## src/hw/adder_pkg.sv

```systemverilog
// arithmetic types shared by the add/sub datapath, the register block and the testbench
// import with adder_pkg::* where operands, commands or results are handled

package adder_pkg;

    localparam int ADD_WIDTH = 32;  // operand and result width

    // operation select, bit 0 of the control word
    typedef enum logic {
        OP_ADD = 1'b0,
        OP_SUB = 1'b1
    } add_op_e;

    // one launched operation
    typedef struct packed {
        add_op_e              op;
        logic                 carry_in;  // ignored for subtract
        logic [ADD_WIDTH-1:0] a;
        logic [ADD_WIDTH-1:0] b;
    } add_cmd_t;

    // flag order matches the FLAGS register, carry in bit 3
    typedef struct packed {
        logic carry;     // carry out of the msb, no borrow on subtract
        logic overflow;  // signed overflow
        logic zero;
        logic negative;  // msb of the sum
    } add_flags_t;

    // registered result of one operation
    typedef struct packed {
        logic [ADD_WIDTH-1:0] sum;
        add_flags_t           flags;
    } add_res_t;

endpackage

```

## src/hw/wb_pkg.sv

```systemverilog
// wishbone classic bus structs and the register map of the adder slave
// import with wb_pkg::* in the register block and the testbench

package wb_pkg;

    localparam int WB_ADR_W = 3;   // word address bits
    localparam int WB_DAT_W = 32;

    // master to slave
    typedef struct packed {
        logic                cyc;
        logic                stb;
        logic                we;
        logic [WB_ADR_W-1:0] adr;
        logic [WB_DAT_W-1:0] dat;
    } wb_req_t;

    // slave to master, dat is valid while ack is high
    typedef struct packed {
        logic                ack;
        logic [WB_DAT_W-1:0] dat;
    } wb_rsp_t;

    // register word addresses
    localparam logic [WB_ADR_W-1:0] REG_OPERAND_A = WB_ADR_W'(0);  // r/w
    localparam logic [WB_ADR_W-1:0] REG_OPERAND_B = WB_ADR_W'(1);  // r/w
    localparam logic [WB_ADR_W-1:0] REG_CTRL      = WB_ADR_W'(2);  // write launches
    localparam logic [WB_ADR_W-1:0] REG_RESULT    = WB_ADR_W'(3);
    localparam logic [WB_ADR_W-1:0] REG_FLAGS     = WB_ADR_W'(4);
    localparam logic [WB_ADR_W-1:0] REG_STATUS    = WB_ADR_W'(5);

    // bit positions in the control and status words
    localparam int CTRL_SUB_BIT    = 0;
    localparam int CTRL_CIN_BIT    = 1;
    localparam int STATUS_DONE_BIT = 0;

endpackage

```

## src/hw/add_sub_unit.sv

```systemverilog
`timescale 1ns/10ps
// add/subtract datapath around the sklansky adder with flag generation
// a start pulse registers sum and flags into res, res_valid pulses the cycle after

module add_sub_unit
    import adder_pkg::*;
(
    input  logic     clk,
    input  logic     arst_n,
    input  logic     start,
    input  add_cmd_t cmd,
    output add_res_t res,
    output logic     res_valid
);

    logic                 is_sub;
    logic [ADD_WIDTH-1:0] b_eff;      // second operand as the adder sees it
    logic                 cin_eff;
    logic [ADD_WIDTH-1:0] sum;
    logic                 carry_out;
    add_flags_t           flags;
    add_res_t             next_res;

    assign is_sub = (cmd.op == OP_SUB);

    // a - b is a + ~b + 1, the bus carry-in plays no part
    assign b_eff   = is_sub ? ~cmd.b : cmd.b;
    assign cin_eff = is_sub ? 1'b1 : cmd.carry_in;

    sklansky_adder #(
        .WIDTH (ADD_WIDTH)
    ) i_adder (
        .a         (cmd.a),
        .b         (b_eff),
        .carry_in  (cin_eff),
        .sum       (sum),
        .carry_out (carry_out)
    );

    always_comb begin
        flags.carry    = carry_out;  // 1 means no borrow on subtract
        // both inputs share a sign but the sum does not
        flags.overflow = (cmd.a[ADD_WIDTH-1] == b_eff[ADD_WIDTH-1]) &&
                         (sum[ADD_WIDTH-1] != cmd.a[ADD_WIDTH-1]);
        flags.zero     = (sum == '0);
        flags.negative = sum[ADD_WIDTH-1];
    end

    assign next_res = '{sum: sum, flags: flags};

    // result stage, one launch at a time
    always_ff @(posedge clk or negedge arst_n) begin
        if (!arst_n) begin
            res       <= '0;
            res_valid <= 1'b0;
        end else begin
            res_valid <= start;  // one cycle behind the launch
            if (start) begin
                res <= next_res;
            end
        end
    end

endmodule

```

## src/hw/sklansky_adder.sv

```systemverilog
`timescale 1ns/10ps
// sklansky parallel-prefix adder, purely combinational
// set WIDTH to the operand width; carry_in enters the prefix tree as position zero

module sklansky_adder #(
    parameter int WIDTH = 32
) (
    input  logic [WIDTH-1:0] a,
    input  logic [WIDTH-1:0] b,
    input  logic             carry_in,
    output logic [WIDTH-1:0] sum,
    output logic             carry_out
);

    localparam int LEVELS = $clog2(WIDTH);

    logic [WIDTH-1:0] gen_bit;   // per-bit generate
    logic [WIDTH-1:0] half_sum;  // per-bit propagate
    logic [WIDTH-1:0] carry;     // carry into each bit

    // prefix tree, one row per level
    // position 0 holds carry_in, position k holds bit k-1
    wire [WIDTH-1:0] g_lvl [LEVELS+1];
    wire [WIDTH-1:0] p_lvl [LEVELS+1];

    assign gen_bit  = a & b;
    assign half_sum = a ^ b;

    assign g_lvl[0][0] = carry_in;
    assign p_lvl[0][0] = 1'b0;  // nothing sits below carry_in

    for (genvar k = 1; k < WIDTH; k++) begin : g_leaf
        assign g_lvl[0][k] = gen_bit[k-1];
        assign p_lvl[0][k] = half_sum[k-1];
    end

    // divide and conquer: at level l every group of 2^(l+1) positions
    // has its upper half combined with the top of its lower half
    for (genvar l = 0; l < LEVELS; l++) begin : g_level
        for (genvar k = 0; k < WIDTH; k++) begin : g_pos
            if (((k >> l) % 2) == 1) begin : g_cell
                // top position of the lower half
                localparam int J = ((k >> (l + 1)) << (l + 1)) + (1 << l) - 1;

                // prefix combine
                assign g_lvl[l+1][k] = g_lvl[l][k] | (p_lvl[l][k] & g_lvl[l][J]);
                assign p_lvl[l+1][k] = p_lvl[l][k] & p_lvl[l][J];
            end else begin : g_pass
                assign g_lvl[l+1][k] = g_lvl[l][k];
                assign p_lvl[l+1][k] = p_lvl[l][k];
            end
        end
    end

    // last row holds the group generate from each position down to zero
    assign carry = g_lvl[LEVELS];

    assign sum = half_sum ^ carry;

    // carry out from the top bit and the carry into it
    assign carry_out = gen_bit[WIDTH-1] | (half_sum[WIDTH-1] & carry[WIDTH-1]);

endmodule

```

## src/hw/wb_adder_regs.sv

```systemverilog
`timescale 1ns/10ps
// wishbone classic slave with the operand, control, result and status registers
// a write to the control word launches one operation in the datapath

module wb_adder_regs
    import adder_pkg::*;
    import wb_pkg::*;
(
    input  logic     clk,
    input  logic     arst_n,
    input  wb_req_t  wb_req,
    output wb_rsp_t  wb_rsp,
    output logic     start,
    output add_cmd_t cmd,
    input  add_res_t res,
    input  logic     res_valid
);

    logic                 ack;
    logic                 req_new;    // request seen and not yet acked
    logic                 wr_en;
    logic                 ctrl_wr;
    logic [ADD_WIDTH-1:0] operand_a;
    logic [ADD_WIDTH-1:0] operand_b;
    add_op_e              ctrl_op;
    logic                 ctrl_cin;
    add_res_t             result;     // last completed operation
    logic                 done;
    logic [WB_DAT_W-1:0]  rd_data;

    assign req_new = wb_req.cyc && wb_req.stb && !ack;
    assign wr_en   = req_new && wb_req.we;
    assign ctrl_wr = wr_en && (wb_req.adr == REG_CTRL);

    // single-cycle ack, the !ack term keeps it from repeating
    always_ff @(posedge clk or negedge arst_n) begin
        if (!arst_n) begin
            ack <= 1'b0;
        end else begin
            ack <= req_new;
        end
    end

    // writes take effect on the same edge that raises ack
    always_ff @(posedge clk or negedge arst_n) begin
        if (!arst_n) begin
            operand_a <= '0;
            operand_b <= '0;
            ctrl_op   <= OP_ADD;
            ctrl_cin  <= 1'b0;
            start     <= 1'b0;
        end else begin
            start <= ctrl_wr;
            if (wr_en) begin
                case (wb_req.adr)
                    REG_OPERAND_A: operand_a <= wb_req.dat;
                    REG_OPERAND_B: operand_b <= wb_req.dat;
                    REG_CTRL: begin
                        ctrl_op  <= wb_req.dat[CTRL_SUB_BIT] ? OP_SUB : OP_ADD;
                        ctrl_cin <= wb_req.dat[CTRL_CIN_BIT];
                    end
                    default: ;  // read-only or unmapped, ignored
                endcase
            end
        end
    end

    // result capture and done flag
    always_ff @(posedge clk or negedge arst_n) begin
        if (!arst_n) begin
            result <= '0;
            done   <= 1'b0;
        end else if (res_valid) begin
            result <= res;
            done   <= 1'b1;
        end else if (ctrl_wr) begin
            done <= 1'b0;  // new launch pending
        end
    end

    assign cmd = '{op: ctrl_op, carry_in: ctrl_cin, a: operand_a, b: operand_b};

    // read mux on the held address, so data tracks the registers during ack
    always_comb begin
        rd_data = '0;
        case (wb_req.adr)
            REG_OPERAND_A: rd_data = operand_a;
            REG_OPERAND_B: rd_data = operand_b;
            REG_RESULT:    rd_data = result.sum;
            REG_FLAGS:     rd_data = {{(WB_DAT_W - $bits(add_flags_t)){1'b0}}, result.flags};
            REG_STATUS:    rd_data[STATUS_DONE_BIT] = done;
            default: ;  // control word and unmapped read as zero
        endcase
    end

    assign wb_rsp = '{ack: ack, dat: rd_data};

endmodule

```

## src/hw/wb_adder_top.sv

```systemverilog
`timescale 1ns/10ps
// top level of the wishbone adder peripheral
// connect clk, arst_n and one wishbone classic master

module wb_adder_top
    import adder_pkg::*;
    import wb_pkg::*;
(
    input  logic    clk,
    input  logic    arst_n,
    input  wb_req_t wb_req,
    output wb_rsp_t wb_rsp
);

    logic     start;      // launch strobe
    add_cmd_t cmd;
    add_res_t res;
    logic     res_valid;  // result ready for capture

    // bus side registers
    wb_adder_regs i_regs (
        .clk       (clk),
        .arst_n    (arst_n),
        .wb_req    (wb_req),
        .wb_rsp    (wb_rsp),
        .start     (start),
        .cmd       (cmd),
        .res       (res),
        .res_valid (res_valid)
    );

    // arithmetic
    add_sub_unit i_add_sub (
        .clk       (clk),
        .arst_n    (arst_n),
        .start     (start),
        .cmd       (cmd),
        .res       (res),
        .res_valid (res_valid)
    );

endmodule

```

## config.mk

```make
export PLATFORM = sky130hd
export DESIGN_NAME = wb_adder_top
export DESIGN_NICKNAME = d
export VERILOG_FILES = /design/src/hw/adder_pkg.sv /design/src/hw/wb_pkg.sv /design/src/hw/add_sub_unit.sv /design/src/hw/sklansky_adder.sv /design/src/hw/wb_adder_regs.sv /design/src/hw/wb_adder_top.sv
export SDC_FILE = /design/constraint.sdc
export NUM_CORES = 1
export LEC_CHECK = 0
export ABC_AREA = 0
export BUFFER_PORTS_ARGS = -buffer_cell sky130_fd_sc_hd__buf_2
export CAP_MARGIN = 0
export CORE_ASPECT_RATIO = 1.4
export CORE_MARGIN = 2
export CORE_UTILIZATION = 50
export CTS_BUF_LIST = sky130_fd_sc_hd__clkbuf_4
export DETAILED_ROUTE_END_ITERATION = 6
export GPL_ROUTABILITY_DRIVEN = 0
export PLACE_DENSITY = 0.74
export SYNTH_ARGS = -nofsm -noshare
export SYNTH_HDL_FRONTEND = slang
export SYNTH_SLANG_ARGS = --single-unit
```

## constraint.sdc

```tcl
create_clock -name clk -period 11.65 [get_ports clk]
set_input_delay 0.5825 -clock clk [delete_from_list [all_inputs] [get_ports clk]]
set_output_delay 0.5825 -clock clk [all_outputs]
set_load 0.05 [all_outputs]
```

# Word-level counts from Yosys, hierarchy flattened
# Cells that the tools add are included.
[totals]
register_bits = 142
input_bits = 40
output_inout_bits = 33
elab_cells = 259
[classes]
n_eq_ne = 7
n_mux = 7
bitwise_logic = 215
reduce_logical = 12
[ops]
columns = ["cell", "n"]
rows = [
  ["$and A1 B1 Y1", 130],
  ["$pmux W31 S4", 1],
  ["$or A1 B1 Y1", 81],
  ["$xor A32 B32 Y32", 2],
  ["$and A32 B32 Y32", 1],
  ["$logic_not A32 Y1", 1],
  ["$mux W32", 1],
  ["$not A32 Y32", 1],
  ["$eq A3 B2 Y1 const B", 2],
  ["$eq A3 B3 Y1 const B", 2],
  ["$reduce_and A2 Y1", 3],
  ["$logic_and A1 B1 Y1", 5],
  ["$pmux W1 S5", 1],
  ["$mux W1", 4],
  ["$eq A3 B1 Y1 const B", 1],
  ["$logic_not A3 Y1", 1],
  ["$reduce_bool A2 Y1", 1],
  ["$eq A1 B1 Y1", 1],
  ["$logic_not A1 Y1", 1],
  ["$ne A1 B1 Y1", 1],
]

# Logic depth before layout (Yosys ltp)
# Gate-level depths: netlist (run 1).
[logic_depth]
ltp_word = 16
ltp_mapped = 22
ltp_nobuf = 19

# Modules after synthesis
# Synthesis (run 1) repeated with hierarchy kept, for this count alone.
[hier_totals]
cells_unflattened = 677
area_unflattened_um2 = 8000.2
[modules_own_cells]
columns = ["module", "instances", "cells_each", "area_each_um2", "seq_area_each_um2"]
rows = [
  ["wb_adder_regs", 1, 372, 4895.9, 2627.5],
  ["add_sub_unit", 1, 128, 1729.2, 900.9],
  ["sklansky_adder", 1, 177, 1375.1, 0.0],
]

# Least setup slack after synthesis (run 1)
# No wires, ideal clock.
[synth_timing]
path_type = "flip-flop to flip-flop"
startpoint = "register i_regs.ctrl_op"
endpoint = "register, netlist name i_add_sub.res[1]"
setup_ps = 78
arrival_time_ps = 4850
required_ps = 11572
slack_ps = 6722
path_stages_with_launch = 23
path_buffers = 3
synth_period_minus_slack_ps = 4928
cell_sequence = "dfrtp_1 -> clkbuf_1 -> buf_1 -> xor2_1 -> ha_1 -> buf_6 -> a21o_1 -> a31o_2 -> a221o_1 -> and4bb_4 -> or3_4 -> a21boi_2 -> o21ai_1 -> or2b_1 -> fa_1 -> nor4b_1 -> nand4b_1 -> nor4_1 -> nand2_1 -> nor4b_1 -> and4bb_1 -> nand4_1 -> o2bb2ai_1"
[synth_rtl]
columns = ["element", "line", "source"]
rows = [
  ["start: declaration", "wb_adder_regs.sv:25", "add_op_e ctrl_op;"],
  ["start signal: assignment", "wb_adder_regs.sv:59", "ctrl_op <= wb_req.dat[CTRL_SUB_BIT] ? OP_SUB : OP_ADD;"],
]

==> results, run 1 <==
- The number of endpoints failing setup at the final stage is 0.
- For the final database, setup skew stands at 14.8 ps.
- Yosys printed 0 warnings.
- The family with the most delay on the worst path is simple AND/OR/NAND/NOR gates.
- The transition time at the pin with the least slew margin is just under 1000 ps.
- The maximum vdd ir drop is around 0.00008 V.
- The post-layout instance count excluding filler cells is around 990.
- The combined global-route utilization of all metal layers is a little under a quarter.
- For this run, the slowest stage of the critical path takes just over 1000 ps.
- The total vias in the final route is about 5800.
- After routing, the total negative slack on setup checks comes to 0 ps.
- The top-level port count is 73.
- For this run, the top clock speed supported by timing is about 180 MHz.
- Setup repair after global routing left no endpoint under its margin.
- The post-synth net total is approximately 800.
- The number of global-route vias before repair was ~6100.
- The total routed wirelength is ~19000 µm.
- The starting utilization of the core area is between 50% and 60%.
- The later pin in the worst-skew pair is clocked with a latency of approximately 540 ps.
- In this run, synthesis produced a sequential element count of 140.
- The share of total power in sequential cells is 39.6%.
- The final max-slew violation count came to 0.
- The slack of the critical path is approximately 5900 ps.
- In this run the static leakage power is roughly 4.4 nW.
- The switching part of the total is a little under two fifths.
- The met2 layer usage reported by global route is between 40% and 50%.
- The critical path contains buffers and inverters numbering 0 combined.
- STA puts the critical path data required time at between 10000 and 15000 ps.
- The number of cells upsized or downsized after cts is 0.
- Relative to the synthesized area, the layout overhead comes to 9.77%.
- The clock-pin slew reported for the worst setup and hold paths after clock tree synthesis is 110 ps.
- The most used flip-flop cell after synthesis is dfrtp_1.
- Counting flops with an async set or reset pin after synthesis yields a share of between 90% and 100%.
- The average wire per cell in the routed design is between 15 and 20 µm.
- The residual overflow from global routing is 0.
- The combined area of all synthesized cells is around 8000 µm².
- The run finished with clean final reports.
- The first detailed-routing pass took 5 iterations.
- The floorplan has 54 rows.
- The post-route total power is between 1.5 and 2 mW.
- The worst setup path is launched from a flip-flop.
- The number of flops mapped to enable cells by yosys is 0.
- The first-pass GRT wire length is roughly 31000 µm.
- At the end of the flow the core is filled with cells to 56.2%.
- Once placement completed, the tool counted placed cells totaling just under 1000.
- The initial detailed-routing violation count is 317.
- The die is 111 µm wide.
- The path class of the lowest-slack min-delay path is in2async.
- The half-perimeter wire length of the detailed placement result is roughly 13000 µm.
- After global routing, the most crowded layer is met2.
- The clock passes through at most 2 buffers.
- The signal on the critical path passes through xor2_1 > ha_1 > a21oi_1 > o21ai_1 > a221o_1 > and4bb_4 > or3_4 > a21boi_2 > o21ai_1 > or2b_1 > fa_1 > nor4b_1 > nand4b_1 > nor4_1 > nand2_1 > nor4b_1 > and4bb_1 > nand4_1 > o2bb2ai_1.
- The worst pin sits at a relative slew slack of 35.1%.
- The root buffer selected by CTS is clkbuf_4.
- Prior to clock tree synthesis, the placed netlist has a worst setup slack of 6070 ps.
- The part of the power in combinational logic is roughly 42%.
- In the global route stage, met3 resource usage came out at between 3 and 4%.
- Dividing the synthesized area by the synthesized cell count gives between 10 and 15 µm².
- The total core area is between 15000 and 20000 µm².
- The category of the critical setup timing path is reg2reg.
- The die area is roughly 17000 µm².
- Synthesis produced a netlist whose cell count is approximately 730.
- The total of hold buffers inserted after clock tree synthesis is 0.
- The met1 routing resource usage after global routing is 28.5%.
- The final worst-path cycle share is approximately 49%.
- The final-report hold violation count is 0.
- The net count reported at finish is between 800 and 900.
- The CTS tree is yes.
- In the routed design, unresolved DRC markers number 0.
- The proportion of synthesized chip area in sequential cells is about 44%.
- CTS built an H-tree with a depth of 4.
- The reported max-cap violation count is 0.
- The number of setup buffers added after CTS is 0.
- Dividing the detail-routed via count by the number of cells gives about 5.8.
- Along the worst path, the maximum fanout reaches 34.
- Summed over all nets, the switching power comes to approximately 640 µW.
- The worst setup path is captured at a flip-flop.
- The die is 154 µm tall.
- Power spread over the standard cell area amounts to 191 nW/µm².
- The data arrival time at the worst-slack endpoint is roughly 6200 ps.
- The internal power of the cells totals 1.03 mW.
- Entering global routing, the biggest net connects just under 90 pins.
- The share of layout cells above drive strength 1 is between 30% and 40%.
- The time the worst path needs with I/O delays and setup is about 5700 ps.
- The synthesized netlist contains 64 unique library cells.
- The cell with the largest stage delay on the worst path is dfrtp_2.
- The count of nets left with antenna violations once routing finished came out at 0.
- The part of the power in the clock network is 19.0%.
- Clock tree synthesis found a total of between 100 and 150 sinks.
- Buffers placed on the I/O ports in this run total 72.
- The initial antenna violation count was 1.
- Clock tree synthesis inserted a total of 17 buffers.
cell usage in the layout (no fill, tap or decap), types with 4 or more instances in the layout:
cell type / n
fa_1: 6
and2_1: 4
xor2_1: 37
and3_1: 5
mux2_2: 121
nor3_1: 12
inv_1: 10
ha_1: 31
buf_4: 7
a21oi_1: 59
nor2_1: 80
a22oi_1: 4
o21ai_1: 4
o21ai_0: 16
nand2_1: 25
or2_2: 6
nand3b_1: 5
clkbuf_4: 20
dfrtp_1: 139
xnor2_1: 17
mux2i_1: 33
clkinv_2: 4
a21o_1: 7
buf_2: 71
cell families (layout without fill, tap and decap cells):
logic type | after synthesis | after routing | synth area share, %
AO/OA/AOI/OAI | 126 | 126 | 9.92
XOR/XNOR | 54 | 54 | 5.92
adder cells (fa/ha/maj) | 37 | 37 | 6.36
buffers and inverters | 50 | 120 | 2.68
flip-flops | 140 | 140 | 43.9
multiplexers | 155 | 155 | 21.4
other | 0 | 1 | 0
AND/OR/NAND/NOR | 163 | 163 | 9.88
layout make-up:
class,instances,area (µm²)
Antenna cell,1,2.50
Clock buffer,20,150
Clock inverter,10,125
Fill cell,1346,6840
Inverter,11,41.3
Multi-Input combinational cell,535,4280
Sequential cell,140,3500
Tap cell,196,245
Timing Repair Buffer,79,419
power groups by stage:
stage                     registers (mW)  logic [mW]  clock network [mW]
after floorplan                    0.635       0.546                   0
after CTS                          0.662       0.687               0.324
final                              0.661       0.693               0.317
after global placement             0.666       0.654                   0
after detailed placement           0.672       0.683                   0
after global routing               0.675       0.760               0.347
through the flow:
step | instance area, µm² | hold WS (ps)
2_1_floorplan | 7990 | 287
3_3_place_gp | 8490 | 418
3_5_place_dp | 8490 | 449
4_1_cts | 8770 | 86.9
5_1_grt | 8770 | 97.5
6_report | 8770 | 59.2
metal layers:
metal | routed length [µm] | share of wire (%)
met5 | 0 | 0
met4 | 433 | 2.3
met3 | 636 | 3.4
met2 | 9640 | 51
met1 | 8030 | 43
cell usage after synthesis, types with 3 or more instances:
library cell / count / share of area, %
nor3_1: 13 / 0.81
nor2_1: 80 / 3.8
inv_1: 10 / 0.47
and3_1: 5 / 0.39
a22oi_1: 4 / 0.38
nor2b_1: 3 / 0.23
buf_1: 7 / 0.33
o21ai_1: 4 / 0.25
xor2_1: 37 / 4.1
nand2_1: 25 / 1.2
mux2i_1: 33 / 4.1
dfrtp_1: 140 / 44
xnor2_1: 17 / 1.9
nand3_1: 3 / 0.19
mux2_2: 121 / 17
o211ai_1: 3 / 0.28
nor3b_1: 4 / 0.38
o21ai_0: 16 / 1.0
a21oi_1: 59 / 3.7
nand3b_1: 5 / 0.47
a21o_1: 7 / 0.66
or2_2: 6 / 0.47
and2_1: 4 / 0.31
clkbuf_1: 27 / 1.3
o21bai_1: 3 / 0.28
ha_1: 31 / 4.9
fa_1: 6 / 1.5
buf_4: 3 / 0.28
o31ai_1: 3 / 0.28
flip-flops by register name, indices dropped and copies added, names as in the netlist:
register             cells
i_add_sub.res           35
i_add_sub.res_valid      1
i_regs.ack               1
i_regs.ctrl_cin          1
i_regs.ctrl_op           1
i_regs.done              1
i_regs.operand_a        32
i_regs.operand_b        32
i_regs.result           35
i_regs.start             1
path summary, 6_finish.rpt:
path	start	cells after the start	end	slack [ps]
min in group clk	wb_req[36]	3	i_regs.ack	250
hold / removal	arst_n	1	i_regs.result[12]	60
hold reg to reg	i_regs.ack	1	i_regs.ack	450
max in group asynchronous	arst_n	2	i_regs.result[26]	10360
setup / recovery	i_regs.ctrl_op	19	i_add_sub.res[1]	5940
setup reg to reg	i_regs.ctrl_op	19	i_add_sub.res[1]	5940
No activity file was read; power rests on OpenSTA's default activity.
==> run 2, diff against run 1 <==
--- a/config.mk
+++ b/config.mk
@@ -5,7 +5,7 @@
 export SDC_FILE = /design/constraint.sdc
 export NUM_CORES = 1
 export LEC_CHECK = 0
-export ABC_AREA = 0
+export ABC_AREA = 1
 export BUFFER_PORTS_ARGS = -buffer_cell sky130_fd_sc_hd__buf_2
 export CAP_MARGIN = 0
 export CORE_ASPECT_RATIO = 1.4
==> constraint.sdc (replaced) <==
create_clock -name clk -period 5.9 [get_ports clk]
set_input_delay 0.295 -clock clk [delete_from_list [all_inputs] [get_ports clk]]
set_output_delay 0.295 -clock clk [all_outputs]
set_load 0.05 [all_outputs]
==> results, run 2 <==
- The flow ran to the end, and the final reports show no timing, DRC or antenna violations.
- The leakage power is 4.62 nW.
- The fraction of synthesized cell area taken by the top area cell type is 44.5%.
- STA classifies the critical path startpoint as a flip-flop.
- The transition time at the pin with the least slew margin is 1150 ps.
- The final setup skew is 22.1 ps.
- Global routing consumed, over all layers together, 23.7% of the routing resources.
- The final-report hold violation count is 0.
- Among all cell types in the netlist, the one instantiated most often is nand2_1.
- Yosys printed 0 warnings.
- The overall die height is between 150 and 200 µm.
- Sorting the synthesized cells by area gives the leading types as dfrtp_1, nand2_1, inv_1, o21ai_0, ha_1.
- The power per unit of standard cell area is about 440 nW/µm².
- The number of flops mapped to enable cells by yosys is 0.
- The path class of the lowest-slack min-delay path is in2reg.
- In the synthesized netlist, the cells that appear most often are nand2_1, dfrtp_1, inv_1.
- The first global-routing pass estimated a little over 30000 µm of wire.
- The total of hold buffers inserted after clock tree synthesis is 36.
- The first routing iteration left around 330 violations.
- Dividing the detail-routed via count by the number of cells gives ~5.3.
- The starting utilization of the core area is between 50% and 60%.
- Based on the critical path, the design can be clocked at up to roughly 230 MHz.
- The x dimension of the die is about 110 µm.
- At the worst endpoint, the arrival time is around 4900 ps.
- The CTS tree is yes.
- The count of antenna-violating nets left after detailed routing is 0.
- In the layout the commonest cells are nand2_1, dfrtp_1, inv_1, o21ai_0, buf_2.
- Detailed routing inserted a total of around 6600 vias.
- The largest registers in the layout are i_add_sub.res: 35 flops, i_regs.result: 35 flops.
- The die covers 16800 µm².
- Setup total negative slack on the finished layout was measured at 0 ps.
- The post-synth net total is 1011.
- Summed over all layers, the global routing overflow is 0.
- The signed area change from the synthesized netlist to the final layout is 15.2%.
- After floorplanning, the core was divided into 54 placement rows.
- Counting every sink on the clock net gives 140.
- Dividing the detail-routed wire length by the instance count gives 14.9 µm.
- Counting the buffers created by CTS gives 17.
- The setup slack of the most critical reg-to-reg path is between 1500 and 2000 ps.
- The post-route total power is about 4.0 mW.
- The final worst-path cycle share is ~73%.
- Along the worst path, the maximum fanout reaches 33.
- The async set-or-reset flop fraction in the synthesized netlist is 100%.
- The total core area is ~15000 µm².
- The half-perimeter wire length of the detailed placement result is between 10000 and 15000 µm.
- The relative slew slack is between 20% and 30%.
- The number of global-route vias before repair came to 6535.
- The largest total area in the synthesized netlist belongs to dfrtp_1.
- The post-detailed-route DRC marker count is 0.
- The H-tree generated during clock tree synthesis spans 4 levels.
- The required time reported for the critical path endpoint is 6420 ps.
- The total placed instance area is between 8000 and 9000 µm².
- After clock tree synthesis, the clock-pin slew on the worst setup and hold paths is ~120 ps.
- The commonest non-fill, non-tap cell in the layout is nand2_1.
- For the worst-skew pair, the clock arrives at the later sink with an insertion delay of a little under 600 ps.
- Port buffering added 72 buffers.
- After clock tree synthesis, the setup repair step added 0 buffers.
- For this run, the detailed router's first-pass iteration total came to 5.
- The critical path in this run is classified as reg2reg.
- The top-level port count is 73.
- The number of different library cells used by synthesis comes to 39.
- Setup repair after global routing left no endpoint under its margin.
- The reported max-cap violation count is 0.
- The final instance area is a little over 9000 µm².
- The capturing element type of the critical path is a flip-flop.
- The finished layout holds between 1000 and 1500 standard cells, fillers aside.
- The net count reported at finish is about 1100.
- The average footprint of a synthesized cell is between 8 and 9 µm².
- The initial antenna violation count came to 1.
- The cell total after placement is about 1200.
- The largest net degree at the start of global routing is just over 80.
- Synthesis inferred 140 register bits.
- Setup violations remaining at the end of the flow were counted as 0.
- In this run the cell area of the synthesized design comes to between 7000 and 8000 µm².
- The final max-slew violation count is 0.
- The total routed wirelength is ~18000 µm.
- The share of layout cells above drive strength 1 is 16.9%.
- The maximum count of clock buffers along a single path is 2.
- The root buffer cell chosen for the clock tree is clkbuf_4.
- The number of cells upsized or downsized after cts is 0.
- The worst-case IR drop observed on VDD is around 0.00019 V.
- The flip-flop cell with the highest count after synthesis is dfrtp_1.
- The time the worst path needs with I/O delays and setup is 4330 ps.
- The proportion of synthesized chip area in sequential cells is approximately 44%.
- Counting every instance in the synthesized netlist gives between 900 and 1000.
[run 2: cell types whose count changed after synthesis, moves of 33 or more]
| cell | before | now |
|---|---|---|
| nor2_1 | 80 | 43 |
| nand2_1 | 25 | 250 |
| mux2_2 | 121 | 34 |
| inv_1 | 10 | 126 |
| mux2i_1 | 33 | 0 |
| a21oi_1 | 59 | 23 |
| o21ai_0 | 16 | 78 |
[run 2: worst paths after layout]
path | depth (start not counted) | end | startpoint
worst max-delay path | 21 | i_add_sub.res[1] | i_regs.ctrl_op
worst min-delay path | 2 | i_regs.start | wb_req[34]
worst max register to register | 21 | i_add_sub.res[1] | i_regs.ctrl_op
worst min register to register | 1 | i_regs.ack | i_regs.ack
max in group asynchronous | 3 | i_regs.ctrl_op | arst_n
min in group asynchronous | 2 | i_regs.operand_b[12] | arst_n
[run 2: layout make-up]
cell class	count	area [µm²]
tap	196	245
multi-input combinational	627	3740
antenna	1	2.50
clock inverter	12	164
fill	1407	6400
inverter	128	480
timing repair buffer	116	787
clock buffer	20	150
sequential	140	3500
[run 2: metrics by stage]
stage	hold slack [ps]	util [%]	setup slack [ps]
after floorplan	-0.591	-	2220
after global placement	382	54.2	1820
after detailed placement	382	54.2	1610
after CTS	16.7	58.6	1580
after global routing	39.9	58.6	1260
final	45.8	58.6	1570
[run 2: cells by family after synthesis]
kind of cell	share of synthesized area, %
multiplexers	4.86
AO/OA/AOI/OAI	12.7
buffers and inverters	8.28
AND/OR/NAND/NOR	19.0
adder cells (fa/ha/maj)	6.45
XOR/XNOR	4.23
flip-flops	44.5
[run 2: critical path: stages, from the launching register on]
cell     delay (ps)
dfrtp_2        1020
xor2_1          200
fa_1            480
nand2_1          80
nand2_1          90
nand3_1         130
nand2_2         120
nand2_2         100
nand2_4         150
nand3_1         130
nand2_1          80
a21o_1          180
fa_1            500
nor4_1          330
nand4_1         130
nor2_1          100
nand2_1          60
nor2_1           90
nand2_1          60
nor2_1          110
nand2_1          60
nand2_1          60
[run 2: report_power, final]
group	total [mW]	switching [mW]	internal [mW]	leakage [nW]
sequential	1.38	0.188	1.20	1.72
clock	0.682	0.369	0.313	0.169
combinational	1.91	1.21	0.701	2.73
[run 2: routing by layer]
metal | track usage (%) | wire length (µm)
met4 | 8.08 | 371
met3 | 4.53 | 690
met5 | 0 | 0
met1 | 27.8 | 7470
met2 | 42.4 | 9950
==> run 3, diff against run 2 <==
==> constraint.sdc (replaced) <==
create_clock -name clk -period 4.3 [get_ports clk]
set_input_delay 0.215 -clock clk [delete_from_list [all_inputs] [get_ports clk]]
set_output_delay 0.215 -clock clk [all_outputs]
set_load 0.05 [all_outputs]
==> results, run 3 (same netlist as run 2, synthesis figures left out) <==
- The launch instance of the worst min-delay path is wb_req[34].
- The power per unit of standard cell area is around 600 nW/µm².
- The first detailed-routing pass ran for 4 iterations.
- CTS saw between 100 and 150 sinks.
- The largest registers in the layout are i_add_sub.res: 35 flops, i_regs.result: 35 flops.
- The x dimension of the die is 110 µm.
- The post-detailed-route DRC marker count is 0.
- In this run the critical register-to-register path is launched from i_regs.ctrl_op.
- The tightest min-delay check is of the in2reg type.
- The number of cells on the worst reg-to-reg path is 22.
- The wire length on met2 is between 9000 and 10000 µm.
- The routed metal-1 wire length is roughly 8000 µm.
- The signed area change from the synthesized netlist to the final layout is 15.5%.
- Clock latency on the worst-skew pair, taken at its later pin, is 570 ps.
- VDD sags by at most between 0.0002 and 0.00025 V.
- In this run the worst setup path begins at i_regs.ctrl_op.
- The total routed wirelength is 18600 µm.
- Counting instances, the worst hold path has a depth of 3.
- Post-CTS repair changed the size of 0 cells.
- At the end of the flow, the number of nets in the layout was 1114.
- The largest net degree at the start of global routing is 52.
- The top routing layer in use is met4.
- The capturing element type of the critical path is a flip-flop.
- The critical path in this run is classified as reg2reg.
- In this run the standard cell core region covers about 15000 µm².
- The final max-slew violation count is 0.
- The average via count per standard cell is 5.25.
- The setup TNS is 0 ps.
- The maximum achievable frequency is around 270 MHz.
- The number of buffers added by the clock tree synthesis step is 17.
- For this run, the total global-route usage over all layers was measured as a little under a quarter.
- The flow ran to the end, and the final reports show no timing, DRC or antenna violations.
- TritonCTS built the clock tree.
- The die is about 150 µm tall.
- The number of setup buffers added after CTS is 0.
- The worst min-delay path endpoint is i_regs.done.
- In this run the tightest slew margin relative to its limit is 29.8%.
- The worst flop-to-flop path endpoint is i_add_sub.res[1].
- During placement, the flow inserted port buffers numbering 72.
- The required time reported for the critical path endpoint is between 4000 and 5000 ps.
- In this run the cell area measured after placement is 8440 µm².
- In the layout the commonest cells are nand2_1, dfrtp_1, inv_1, o21ai_0, buf_2.
- Clock skew on the completed layout was measured at around 15 ps.
- The root buffer selected by CTS is clkbuf_4.
- The first routing iteration left 290 violations.
- The first global-routing pass estimated roughly 31000 µm of wire.
- The site row count is 54.
- STA classifies the critical path startpoint as a flip-flop.
- The final worst-path cycle share is between 80% and 90%.
- The half-perimeter wire length of the detailed placement result is 12900 µm.
- The clock-pin slew reported for the worst setup and hold paths after clock tree synthesis is ~120 ps.
- The number of global-route vias before repair came to 6439.
- The number of endpoints failing setup at the final stage is 0.
- Along the worst path, the maximum fanout reaches 19.
- For this configuration, the core starts out at a cell density of about half.
- The share of layout cells above drive strength 1 is ~17%.
- The initial antenna violation count is 1.
- The top-level port count is 73.
- The number of levels in the clock H-tree is 4.
- The setup slack of the most critical reg-to-reg path is between 500 and 600 ps.
- The maximum count of clock buffers along a single path is 2.
- The met3 wirelength from detailed routing is around 560 µm.
- The final instance area is around 9000 µm².
- The total vias in the final route is approximately 6500.
- On the final layout, the worst hold slack is around 120 ps.
- The commonest non-fill, non-tap cell in the layout is nand2_1.
- The average wire per cell in the routed design is roughly 15 µm.
- In this run the static leakage power is 4.65 nW.
- The data arrival time at the worst-slack endpoint is roughly 4300 ps.
- The transition time at the pin with the least slew margin is approximately 1000 ps.
- The die covers about 17000 µm².
- Setup repair after global routing left no endpoint under its margin.
- For the finished layout, the period the worst path requires is approximately 3800 ps.
- The reported max-cap violation count is 0.
- The final-report hold violation count came to 0.
- The residual overflow from global routing is 0.
- The detail route stage leaves a number of antenna-violating nets equal to 0.
run 3: worst max path at each step:
stage | to | slack [ps]
after floorplan | i_add_sub.res[1] | 620
after global placement | i_add_sub.res[1] | 710
after detailed placement | i_add_sub.res[1] | 610
after CTS | i_add_sub.res[1] | 570
after global routing | i_add_sub.res[1] | 190
final | i_add_sub.res[1] | 550
run 3: timing repair:
item	in CTS	in global routing
hold endpoints to repair	117	0
hold buffers	37	0
endpoints found under the setup margin	0	0
run 3: stage by stage:
step,instances,power (mW),setup WS [ps],utilization (%)
floorplan,934,3.93,625,-
global placement,1177,4.46,709,54.5
detailed placement,1177,4.52,610,54.5
CTS,1245,5.45,572,58.8
global route,1246,5.91,191,58.8
finish,1246,5.42,546,58.8
run 3: final cells by class:
cell class | instances | area, µm²
Clock inverter | 13 | 151
Clock buffer | 18 | 135
Antenna cell | 1 | 2.50
Multi-Input combinational cell | 627 | 3740
Inverter | 128 | 480
Fill cell | 1415 | 6370
Timing Repair Buffer | 123 | 842
Tap cell | 196 | 245
Sequential cell | 140 | 3500
run 3: worst max-delay path: stages, from the launching register on:
cell	delay, ps
dfrtp_2	420
buf_4	240
xor2_1	180
ha_1	330
nand2_1	70
nand2_1	90
nand2_1	70
nand2_1	110
nand2_1	80
nand2_1	180
a21oi_1	220
nand2_1	90
a21o_1	180
fa_1	500
nor4_1	280
nand4_1	130
nor2_1	110
nand2_1	60
nor2_1	80
nand2_1	50
nor2_1	100
nand2_1	50
nand2_1	60
run 3: layer usage:
metal,vias up,track usage [%]
li1,3252,-
met1,3121,29.4
met2,140,40.4
met3,32,3.12
met4,0,10.1
met5,-,0
run 3: where the power goes:
part	internal [mW]	switching (mW)
clock	0.400	0.489
sequential	1.64	0.217
combinational	0.980	1.69
